`src/design/reassembler_pkg.sv`:
```
// Shared definitions for the encryption frame reassembler.
// Holds the frame geometry, the region encoding and the structs that
// carry a frame position and an output beat between the units.
// Modules refer to these by scoped names.

package reassembler_pkg;

    // word and overhead widths
    localparam int NB_DATA     = 256;
    localparam int NB_BLOCK    = 64;
    localparam int NB_FRAME_OH = 128;
    localparam int NB_ENCR_OH  = 256;

    // position counter widths
    localparam int NB_COL = 7;
    localparam int NB_ROW = 2;

    // error counter width
    localparam int NB_COUNTER = 16;

    // payload fifo geometry
    localparam int FIFO_DEPTH   = 16;
    localparam int NB_FIFO_ADDR = 4;

    // row layout, short rows first
    localparam logic [NB_COL-1:0] COL_LAST_SHORT = NB_COL'(126);
    localparam logic [NB_COL-1:0] COL_LAST_LONG  = NB_COL'(127);
    localparam logic [NB_ROW-1:0] ROW_LAST       = NB_ROW'(3);

    // special columns
    localparam logic [NB_COL-1:0] ENCR_OH_COL     = NB_COL'(119);
    localparam logic [NB_COL-1:0] ENCR_OH_REQ_COL = NB_COL'(100);
    localparam logic [NB_COL-1:0] FEC_COL         = NB_COL'(120);

    // what a column carries
    typedef enum logic [1:0] {
        REGION_FRAME_OH = 2'd0,
        REGION_PAYLOAD  = 2'd1,
        REGION_ENCR_OH  = 2'd2,
        REGION_FEC      = 2'd3
    } frame_region_e;

    // place of the current cycle in the frame
    typedef struct packed {
        logic [NB_ROW-1:0] row;
        logic [NB_COL-1:0] col;
        frame_region_e     region;
    } frame_pos_t;

    // one output beat
    typedef struct packed {
        logic               valid;
        logic               sof;
        logic [NB_DATA-1:0] data;
    } frame_word_t;

endpackage

```
`src/design/encr_frame_reassembler.sv`:
```
// Top level of the encryption frame reassembler.
// Takes a valid-paced payload stream and rebuilds 510-word frames of
// four rows with frame overhead, encryption overhead and FEC columns.
// Output words come one clock after the framed input cycle.

`timescale 1ns/1ps

module encr_frame_reassembler
(
    input  logic                                    i_clock,
    input  logic                                    i_reset,
    input  logic                                    i_valid,
    input  logic                                    i_sof,
    input  logic                                    i_resync,
    input  logic                                    i_payload_valid,
    input  logic [reassembler_pkg::NB_DATA-1:0]     i_payload_data,
    input  logic [reassembler_pkg::NB_FRAME_OH-1:0] i_frame_oh,
    input  logic [reassembler_pkg::NB_ENCR_OH-1:0]  i_encr_oh,
    output logic                                    o_valid,
    output logic                                    o_sof,
    output logic [reassembler_pkg::NB_DATA-1:0]     o_data,
    output logic                                    o_encr_oh_req,
    output logic [reassembler_pkg::NB_COUNTER-1:0]  o_overflow_count,
    output logic [reassembler_pkg::NB_COUNTER-1:0]  o_underflow_count
);

    logic                                frame_start;
    logic                                synced;
    logic                                pos_valid;
    logic                                payload_read;
    logic [reassembler_pkg::NB_DATA-1:0] payload_data;
    logic [reassembler_pkg::NB_BLOCK-1:0] row_oh;
    reassembler_pkg::frame_pos_t         pos;
    reassembler_pkg::frame_word_t        word;

    frame_sync u_frame_sync (
        .i_clock       (i_clock),
        .i_reset       (i_reset),
        .i_valid       (i_valid),
        .i_sof         (i_sof),
        .i_resync      (i_resync),
        .o_frame_start (frame_start),
        .o_synced      (synced)
    );

    // fifo stays empty until aligned
    payload_fifo u_payload_fifo (
        .i_clock           (i_clock),
        .i_reset           (i_reset),
        .i_flush           (~synced),
        .i_wr_valid        (i_payload_valid),
        .i_wr_data         (i_payload_data),
        .i_rd              (payload_read),
        .o_rd_data         (payload_data),
        .o_overflow_count  (o_overflow_count),
        .o_underflow_count (o_underflow_count)
    );

    frame_position u_frame_position (
        .i_clock        (i_clock),
        .i_reset        (i_reset),
        .i_valid        (i_valid),
        .i_frame_start  (frame_start),
        .i_synced       (synced),
        .o_pos          (pos),
        .o_pos_valid    (pos_valid),
        .o_payload_read (payload_read)
    );

    encr_oh_capture u_encr_oh_capture (
        .i_clock       (i_clock),
        .i_reset       (i_reset),
        .i_pos         (pos),
        .i_pos_valid   (pos_valid),
        .i_encr_oh     (i_encr_oh),
        .o_encr_oh_req (o_encr_oh_req),
        .o_row_oh      (row_oh)
    );

    frame_assembler u_frame_assembler (
        .i_clock     (i_clock),
        .i_reset     (i_reset),
        .i_pos       (pos),
        .i_pos_valid (pos_valid),
        .i_frame_oh  (i_frame_oh),
        .i_row_oh    (row_oh),
        .i_payload   (payload_data),
        .o_word      (word)
    );

    assign o_valid = word.valid;
    assign o_sof   = word.sof;
    assign o_data  = word.data;

endmodule

```
`src/design/encr_oh_capture.sv`:
```
// Encryption overhead request and capture.
// The request goes out at row 0, column 100 and the 256-bit overhead is
// loaded on the next framed cycle. Each row then takes its own 64-bit
// slice of the held value, row 0 from the top.

`timescale 1ns/1ps

module encr_oh_capture
(
    input  logic                                    i_clock,
    input  logic                                    i_reset,
    input  reassembler_pkg::frame_pos_t             i_pos,
    input  logic                                    i_pos_valid,
    input  logic [reassembler_pkg::NB_ENCR_OH-1:0]  i_encr_oh,
    output logic                                    o_encr_oh_req,
    output logic [reassembler_pkg::NB_BLOCK-1:0]    o_row_oh
);

    logic                                   pending;
    logic [reassembler_pkg::NB_ENCR_OH-1:0] encr_oh_q;
    logic [reassembler_pkg::NB_ROW-1:0]     slice_idx;

    assign o_encr_oh_req = i_pos_valid
                         & (i_pos.row == '0)
                         & (i_pos.col == reassembler_pkg::ENCR_OH_REQ_COL);

    // capture waits for the next framed cycle
    always_ff @(posedge i_clock)
    begin
        if (i_reset)
            pending <= 1'b0;
        else if (i_pos_valid)
            pending <= o_encr_oh_req;
    end

    always_ff @(posedge i_clock)
    begin
        if (i_reset)
            encr_oh_q <= '0;
        else if (pending && i_pos_valid)
            encr_oh_q <= i_encr_oh;
    end

    // row 0 maps to the top slice
    assign slice_idx = reassembler_pkg::ROW_LAST - i_pos.row;
    assign o_row_oh  = encr_oh_q[slice_idx*reassembler_pkg::NB_BLOCK +: reassembler_pkg::NB_BLOCK];

endmodule

```
`src/design/frame_assembler.sv`:
```
// Output word builder.
// On every framed cycle one word is registered, chosen by the column
// region: frame overhead in the upper half at column 0, the row's
// encryption overhead slice at column 119, zeros in the FEC columns and
// the FIFO head everywhere else. valid and sof line up with the data.

`timescale 1ns/1ps

module frame_assembler
(
    input  logic                                    i_clock,
    input  logic                                    i_reset,
    input  reassembler_pkg::frame_pos_t             i_pos,
    input  logic                                    i_pos_valid,
    input  logic [reassembler_pkg::NB_FRAME_OH-1:0] i_frame_oh,
    input  logic [reassembler_pkg::NB_BLOCK-1:0]    i_row_oh,
    input  logic [reassembler_pkg::NB_DATA-1:0]     i_payload,
    output reassembler_pkg::frame_word_t            o_word
);

    localparam int NB_OH_PAD   = reassembler_pkg::NB_DATA - reassembler_pkg::NB_FRAME_OH;
    localparam int NB_ENCR_PAD = reassembler_pkg::NB_DATA - reassembler_pkg::NB_BLOCK;

    logic [reassembler_pkg::NB_DATA-1:0] next_data;
    logic                                is_start;
    logic                                valid_q;
    logic                                sof_q;
    logic [reassembler_pkg::NB_DATA-1:0] data_q;

    always_comb
    begin
        case (i_pos.region)
            reassembler_pkg::REGION_FRAME_OH:
                next_data = {i_frame_oh, {NB_OH_PAD{1'b0}}};
            reassembler_pkg::REGION_ENCR_OH:
                next_data = {{NB_ENCR_PAD{1'b0}}, i_row_oh};
            reassembler_pkg::REGION_PAYLOAD:
                next_data = i_payload;
            default:
                next_data = '0;
        endcase
    end

    assign is_start = (i_pos.row == '0) && (i_pos.col == '0);

    always_ff @(posedge i_clock)
    begin
        if (i_reset)
        begin
            valid_q <= 1'b0;
            sof_q   <= 1'b0;
        end
        else
        begin
            valid_q <= i_pos_valid;
            sof_q   <= i_pos_valid & is_start;
        end
    end

    // data holds between framed cycles
    always_ff @(posedge i_clock)
    begin
        if (i_pos_valid)
            data_q <= next_data;
    end

    assign o_word.valid = valid_q;
    assign o_word.sof   = sof_q;
    assign o_word.data  = data_q;

endmodule

```
`src/design/frame_position.sv`:
```
// Row and column tracking for the reassembled frame.
// Rows alternate between 127 and 128 columns, starting short, over four
// rows. The position only moves on valid cycles once synced, and the
// frame_start cycle is forced to row 0, column 0. Also decodes the
// column region and strobes a payload read on payload columns.

`timescale 1ns/1ps

module frame_position
(
    input  logic                        i_clock,
    input  logic                        i_reset,
    input  logic                        i_valid,
    input  logic                        i_frame_start,
    input  logic                        i_synced,
    output reassembler_pkg::frame_pos_t o_pos,
    output logic                        o_pos_valid,
    output logic                        o_payload_read
);

    logic [reassembler_pkg::NB_ROW-1:0] row;
    logic [reassembler_pkg::NB_COL-1:0] col;
    logic                               long_row;
    logic [reassembler_pkg::NB_ROW-1:0] cur_row;
    logic [reassembler_pkg::NB_COL-1:0] cur_col;
    logic                               cur_long;
    logic [reassembler_pkg::NB_COL-1:0] col_last;
    logic                               row_end;
    reassembler_pkg::frame_region_e     region;

    assign o_pos_valid = i_valid & (i_synced | i_frame_start);

    // start cycle overrides the stored position
    assign cur_row  = i_frame_start ? '0 : row;
    assign cur_col  = i_frame_start ? '0 : col;
    assign cur_long = i_frame_start ? 1'b0 : long_row;

    assign col_last = cur_long ? reassembler_pkg::COL_LAST_LONG
                               : reassembler_pkg::COL_LAST_SHORT;
    assign row_end  = (cur_col == col_last);

    always_ff @(posedge i_clock)
    begin
        if (i_reset)
        begin
            row      <= '0;
            col      <= '0;
            long_row <= 1'b0;
        end
        else if (o_pos_valid)
        begin
            if (row_end)
            begin
                col      <= '0;
                long_row <= ~cur_long;
                row      <= (cur_row == reassembler_pkg::ROW_LAST) ? '0 : cur_row + 1'b1;
            end
            else
            begin
                col      <= cur_col + 1'b1;
                long_row <= cur_long;
                row      <= cur_row;
            end
        end
    end

    always_comb
    begin
        if (cur_col == '0)
            region = reassembler_pkg::REGION_FRAME_OH;
        else if (cur_col == reassembler_pkg::ENCR_OH_COL)
            region = reassembler_pkg::REGION_ENCR_OH;
        else if (cur_col >= reassembler_pkg::FEC_COL)
            region = reassembler_pkg::REGION_FEC;
        else
            region = reassembler_pkg::REGION_PAYLOAD;
    end

    assign o_pos.row    = cur_row;
    assign o_pos.col    = cur_col;
    assign o_pos.region = region;

    assign o_payload_read = o_pos_valid & (region == reassembler_pkg::REGION_PAYLOAD);

    // short rows must wrap one column early
    a_col_limit : assert property (
        @(posedge i_clock) disable iff (i_reset)
        !long_row |-> (col <= reassembler_pkg::COL_LAST_SHORT)
    ) else $error("column past end of short row");

endmodule

```
`src/design/frame_sync.sv`:
```
// Frame alignment for the reassembler.
// After reset or a resync the unit is armed and waits for the first
// valid start-of-frame. That cycle is flagged as frame_start and the
// synced flag is held until the next resync.

`timescale 1ns/1ps

module frame_sync
(
    input  logic i_clock,
    input  logic i_reset,
    input  logic i_valid,
    input  logic i_sof,
    input  logic i_resync,
    output logic o_frame_start,
    output logic o_synced
);

    logic armed;
    logic synced;

    // first sof seen while waiting
    assign o_frame_start = armed & i_valid & i_sof;

    always_ff @(posedge i_clock)
    begin
        if (i_reset || i_resync)
        begin
            armed  <= 1'b1;
            synced <= 1'b0;
        end
        else if (o_frame_start)
        begin
            armed  <= 1'b0;
            synced <= 1'b1;
        end
    end

    assign o_synced = synced;

    // a new frame start is only taken while out of sync
    a_no_start_when_synced : assert property (
        @(posedge i_clock) disable iff (i_reset)
        o_synced |-> !o_frame_start
    ) else $error("frame_start while already synced");

endmodule

```
`src/design/payload_fifo.sv`:
```
// Payload buffer between the input stream and the frame assembler.
// Sixteen words deep. A write is readable on the next clock and a read
// pops the head in the same cycle it is used. Reads from an empty FIFO
// return zero, writes into a full FIFO are dropped, and both events
// are counted in saturating counters. Flush empties the buffer.

`timescale 1ns/1ps

module payload_fifo
(
    input  logic                                      i_clock,
    input  logic                                      i_reset,
    input  logic                                      i_flush,
    input  logic                                      i_wr_valid,
    input  logic [reassembler_pkg::NB_DATA-1:0]       i_wr_data,
    input  logic                                      i_rd,
    output logic [reassembler_pkg::NB_DATA-1:0]       o_rd_data,
    output logic [reassembler_pkg::NB_COUNTER-1:0]    o_overflow_count,
    output logic [reassembler_pkg::NB_COUNTER-1:0]    o_underflow_count
);

    logic [reassembler_pkg::NB_DATA-1:0]      mem [reassembler_pkg::FIFO_DEPTH];
    logic [reassembler_pkg::NB_FIFO_ADDR-1:0] wr_ptr;
    logic [reassembler_pkg::NB_FIFO_ADDR-1:0] rd_ptr;
    logic [reassembler_pkg::NB_FIFO_ADDR:0]   level;
    logic                                     full;
    logic                                     empty;
    logic                                     wr_accept;
    logic                                     rd_accept;
    logic                                     overflow;
    logic                                     underflow;

    assign full  = (level == reassembler_pkg::FIFO_DEPTH);
    assign empty = (level == '0);

    assign wr_accept = i_wr_valid & ~full & ~i_flush;
    assign rd_accept = i_rd & ~empty & ~i_flush;
    assign overflow  = i_wr_valid & full & ~i_flush;
    assign underflow = i_rd & empty;

    // zero word when nothing is queued
    assign o_rd_data = empty ? '0 : mem[rd_ptr];

    always_ff @(posedge i_clock)
    begin
        if (wr_accept)
            mem[wr_ptr] <= i_wr_data;
    end

    always_ff @(posedge i_clock)
    begin
        if (i_reset || i_flush)
        begin
            wr_ptr <= '0;
            rd_ptr <= '0;
            level  <= '0;
        end
        else
        begin
            if (wr_accept)
                wr_ptr <= wr_ptr + 1'b1;
            if (rd_accept)
                rd_ptr <= rd_ptr + 1'b1;
            if (wr_accept && !rd_accept)
                level <= level + 1'b1;
            else if (rd_accept && !wr_accept)
                level <= level - 1'b1;
        end
    end

    // counters stick at all ones
    always_ff @(posedge i_clock)
    begin
        if (i_reset)
        begin
            o_overflow_count  <= '0;
            o_underflow_count <= '0;
        end
        else
        begin
            if (overflow && (o_overflow_count != '1))
                o_overflow_count <= o_overflow_count + 1'b1;
            if (underflow && (o_underflow_count != '1))
                o_underflow_count <= o_underflow_count + 1'b1;
        end
    end

    a_level_bound : assert property (
        @(posedge i_clock) disable iff (i_reset)
        level <= reassembler_pkg::FIFO_DEPTH
    ) else $error("payload fifo level above depth");

endmodule

```
`config.mk`:
```
export PLATFORM = sky130hd
export DESIGN_NAME = encr_frame_reassembler
export DESIGN_NICKNAME = d
export VERILOG_FILES = /design/src/design/reassembler_pkg.sv /design/src/design/encr_frame_reassembler.sv /design/src/design/encr_oh_capture.sv /design/src/design/frame_assembler.sv /design/src/design/frame_position.sv /design/src/design/frame_sync.sv /design/src/design/payload_fifo.sv
export SDC_FILE = /design/constraint.sdc
export NUM_CORES = 2
export LEC_CHECK = 0
export BUFFER_PORTS_ARGS = -buffer_cell sky130_fd_sc_hd__buf_2
export CORE_MARGIN = 10
export CORE_UTILIZATION = 45
export DETAILED_ROUTE_END_ITERATION = 16
export PLACE_DENSITY_LB_ADDON = 0.12
export SKIP_CTS_REPAIR_TIMING = 1
export SLEW_MARGIN = 15
export SYNTH_ARGS = -nofsm -noshare
export SYNTH_HDL_FRONTEND = slang
export SYNTH_SLANG_ARGS = --single-unit
```
`constraint.sdc`:
```
create_clock -name i_clock -period 62.2 [get_ports i_clock]
set_clock_uncertainty 0.2 [all_clocks]
set_input_delay 12.44 -clock i_clock [delete_from_list [all_inputs] [get_ports i_clock]]
set_output_delay 12.44 -clock i_clock [all_outputs]
set_load 0.05 [all_outputs]
```
==> reports/qor.yml <==
synthesis:
  synth_largest_area_cell: "edfxtp_1"
  netlist_instances: 8553
  async_flop_share_pct: 0
  synth_area_leaders: "edfxtp_1 74%, mux4_2 13%, dfxtp_1 3.6%, mux2i_1 1.4%, nand2_1 1.3%"
  ys_ff_latch: 4672
  avgSynthCellArea_um2: 20.7
  synth-adder-area-share_pct: 0.103
  syn_nets: 9213
  synth.distinct_cells: 56
  synth-compound-area-share_pct: 3.44
  synth_ff_type: "edfxtp_1"
  synthMuxAreaShare_pct: 15.5
  synth_edf_count: 4352
  synth_top_family_by_area: "multiplexers"
  synthesis.area_um2: 177000
  synth_xor_area_share_pct: 0.109
  synthSimpleGateAreaFrac_pct: 2.27
  yosys.area.top_type_share_pct: 73.7
  ys.warnings.count: 0
  yosysSeqAreaShare_pct: 77.3
floorplan:
  num_rows: 230
  fp.dieH_um: 648
  coreArea_um2: 393000
  die_area_um2: 419000
  start_util_pct: 45.2
  die_w_um: 648
  ios: 937
timing:
  rsz0062_at_grt: "no"
  max_freq_mhz: 35.7
  final_max_slew_viol_count: 0
  tns_ns: 0
  final-hold-violation-count: 0
  relSlewSlack_pct: 20.3
  finalSetupViolations: 0
  post-route-min-period_ns: 28.02
  period_share_pct: 45.0
  tightest_slew_ns: 1.20
worst_setup_path:
  start_kind: "input port"
  worstPathRequired_ns: 49.56
  critPathMaxStageDelay_ns: 0.84
  worstPathArrival_ns: 15.38
  crit_chain: "buf_2, nand3_1, nand2_4, ha_1, nand4_1, nor4b_2, buf_2"
  critPathCaptureType: "output pin"
  crit_type: "input port to output pin"
  crit_fanout: 56
  worst_path_most_repeated_cell: "buf_2"
  cpMaxStageDelayCell: "nor4b_2"
placement:
  place.detailed.hpwl_um: 268000
  dp.cells: 14400
  io_buffer_count: 936
  gp_congestion: 0.819
job:
  drv_cap: 0
route:
  dr.pass1.iters: 5
  drtIter0Drc: 8410
  totalWireLength_um: 477000
  final_antenna_net_count: 0
  wire_per_inst_um: 31.2
  vias: 89000
  drc: 0
  vias_per_cell: 5.83
finish:
  drive_gt1_share_pct: 29.7
  layout.nets: 10300
  instances_no_fill: 15300
  n_fill_cell: 31300
  area_growth_pct: 14.7
power:
  ir_worst_vdd_mv: 0.0245
  power-per-cell-area_nw_per_um2: 31.2
  total_power_w: 0.00635
  leakage_nw: 62.5
clocking:
  cts_buffer_depth: 4
  clk_pin_slew_worst_paths_ns: 0.05
  cts_tree: "done"
  clk_latency_ns: 0.98
  clockRootBuffer: "clkbuf_16"
  htree_levels: 5
  numCtsBuffers: 475
  clock_sinks: 4672
global_routing:
  grt_max_degree: 213
  grt_first_pass_wirelength_um: 676000
  antenna_found_initial: 168
  grt_use_total_pct: 22.1
  grt_overflow: 0
  grt_pass1_vias: 92400
status:
  status: "completed"
min_path:
  min_path_type: "flip-flop to flip-flop"
## where the power goes
group / switching, W / leakage (nW) / internal, W
clock: 0.00119 / 7.36 / 0.00160
sequential: 0.00000412 / 41.9 / 0.00344
combinational: 0.0000921 / 13.2 / 0.0000295
total: 0.00128 / 62.5 / 0.00507
## cells in the mapped netlist, types with 16 or more instances
library cell  count
buf_2           129
buf_1            48
mux2_2           92
nand2_1         595
o22ai_1          62
edfxtp_1       4352
clkbuf_1        334
dfxtp_1         320
nor3_1           16
nand3_1          23
a21oi_1         353
and2_1           67
a22o_1          120
a22oi_1         177
mux4_2         1062
nor2_1          136
o221ai_1         20
mux2i_1         253
o21ai_0         210
xnor2_1          17
## critical path: cells and delay by family
| family | cells | cell delay [ns] |
|---|---|---|
| simple gates | 4 | 2.02 |
| buf+inv | 2 | 0.60 |
| fa+ha+maj | 1 | 0.30 |
## stage by stage
stage	worst slack, ns	utilization (%)	instance area (um2)	hold slack (ns)
floorplan	30.41	-	177000	0.233
global placement	34.13	47.9	188000	0.240
detailed placement	34.20	47.9	188000	0.246
CTS	34.20	51.8	203000	0.254
global route	34.15	51.8	203000	0.268
finish	34.18	51.8	203000	0.252
## registers in the layout (all words and copies together), names as in the netlist, 2 cells and up, named ones only
register                          count
u_frame_position.row                  2
u_payload_fifo.o_overflow_count      16
u_payload_fifo.o_underflow_count     16
u_payload_fifo.rd_ptr                 4
u_payload_fifo.wr_ptr                 4
u_frame_assembler.data_q            256
u_encr_oh_capture.encr_oh_q         256
u_payload_fifo.mem                 4096
u_payload_fifo.level                  5
u_frame_position.col                  7
## layer usage
metal / global-route usage, % / wire, um / up-vias
met5: 0 / 430 / -
met2: 37.7 / 239000 / 2909
met1: 29.7 / 195000 / 47700
met3: 3.69 / 28600 / 853
li1: - / - / 37500
met4: 5.86 / 13300 / 70
## cell usage in the layout, fill, tap and decap left out, types with 118 or more instances in the layout
cell type / netlist / final
a22o_1: 120 / 119
a21oi_1: 353 / 353
nand2_1: 595 / 592
buf_2: 129 / 935
buf_4: 7 / 184
edfxtp_1: 4352 / 4352
a22oi_1: 177 / 177
clkbuf_1: 334 / 118
mux4_2: 1062 / 1062
mux2i_1: 253 / 253
dfxtp_1: 320 / 314
clkbuf_16: 0 / 481
o21ai_0: 210 / 208
nor2_1: 136 / 123
## cell type report
type                            count  area (um2)  area share (%)
Antenna cell                       27        67.6          0.0332
Clock buffer                      608       12600            6.20
Clock inverter                    258        2510            1.23
Inverter                            9        41.3          0.0203
Multi-Input combinational cell   3354       38200            18.8
Sequential cell                  4672      137000            67.4
Tap cell                         5220        6530            3.21
Timing Repair Buffer             1131        6300            3.10
## cell families (layout without fill, tap and decap cells)
kind of cell,count (synthesis),count (layout)
muxes,1408,1408
adders and majority gates,14,14
AOI/OAI and AO/OA,981,981
xor gates and xnor gates,22,22
and+or+nand+nor,929,929
buffers and inverters,527,2006
DFF,4672,4672
other,0,27
## final timing paths
| check | cells after the start | slack, ns | from | endpoint |
|---|---|---|---|---|
| worst max register to register | 9 | 55.17 | flip-flop | u_frame_assembler.data_q[167] |
| worst min register to register | 2 | 0.25 | u_encr_oh_capture.encr_oh_q[234] | u_encr_oh_capture.encr_oh_q[234] |
| worst max-delay path | 7 | 34.18 | i_valid | o_encr_oh_req |
| worst min-delay path | 2 | 0.25 | u_encr_oh_capture.encr_oh_q[234] | u_encr_oh_capture.encr_oh_q[234] |
Note: power is estimated with default switching activity, not from simulation.
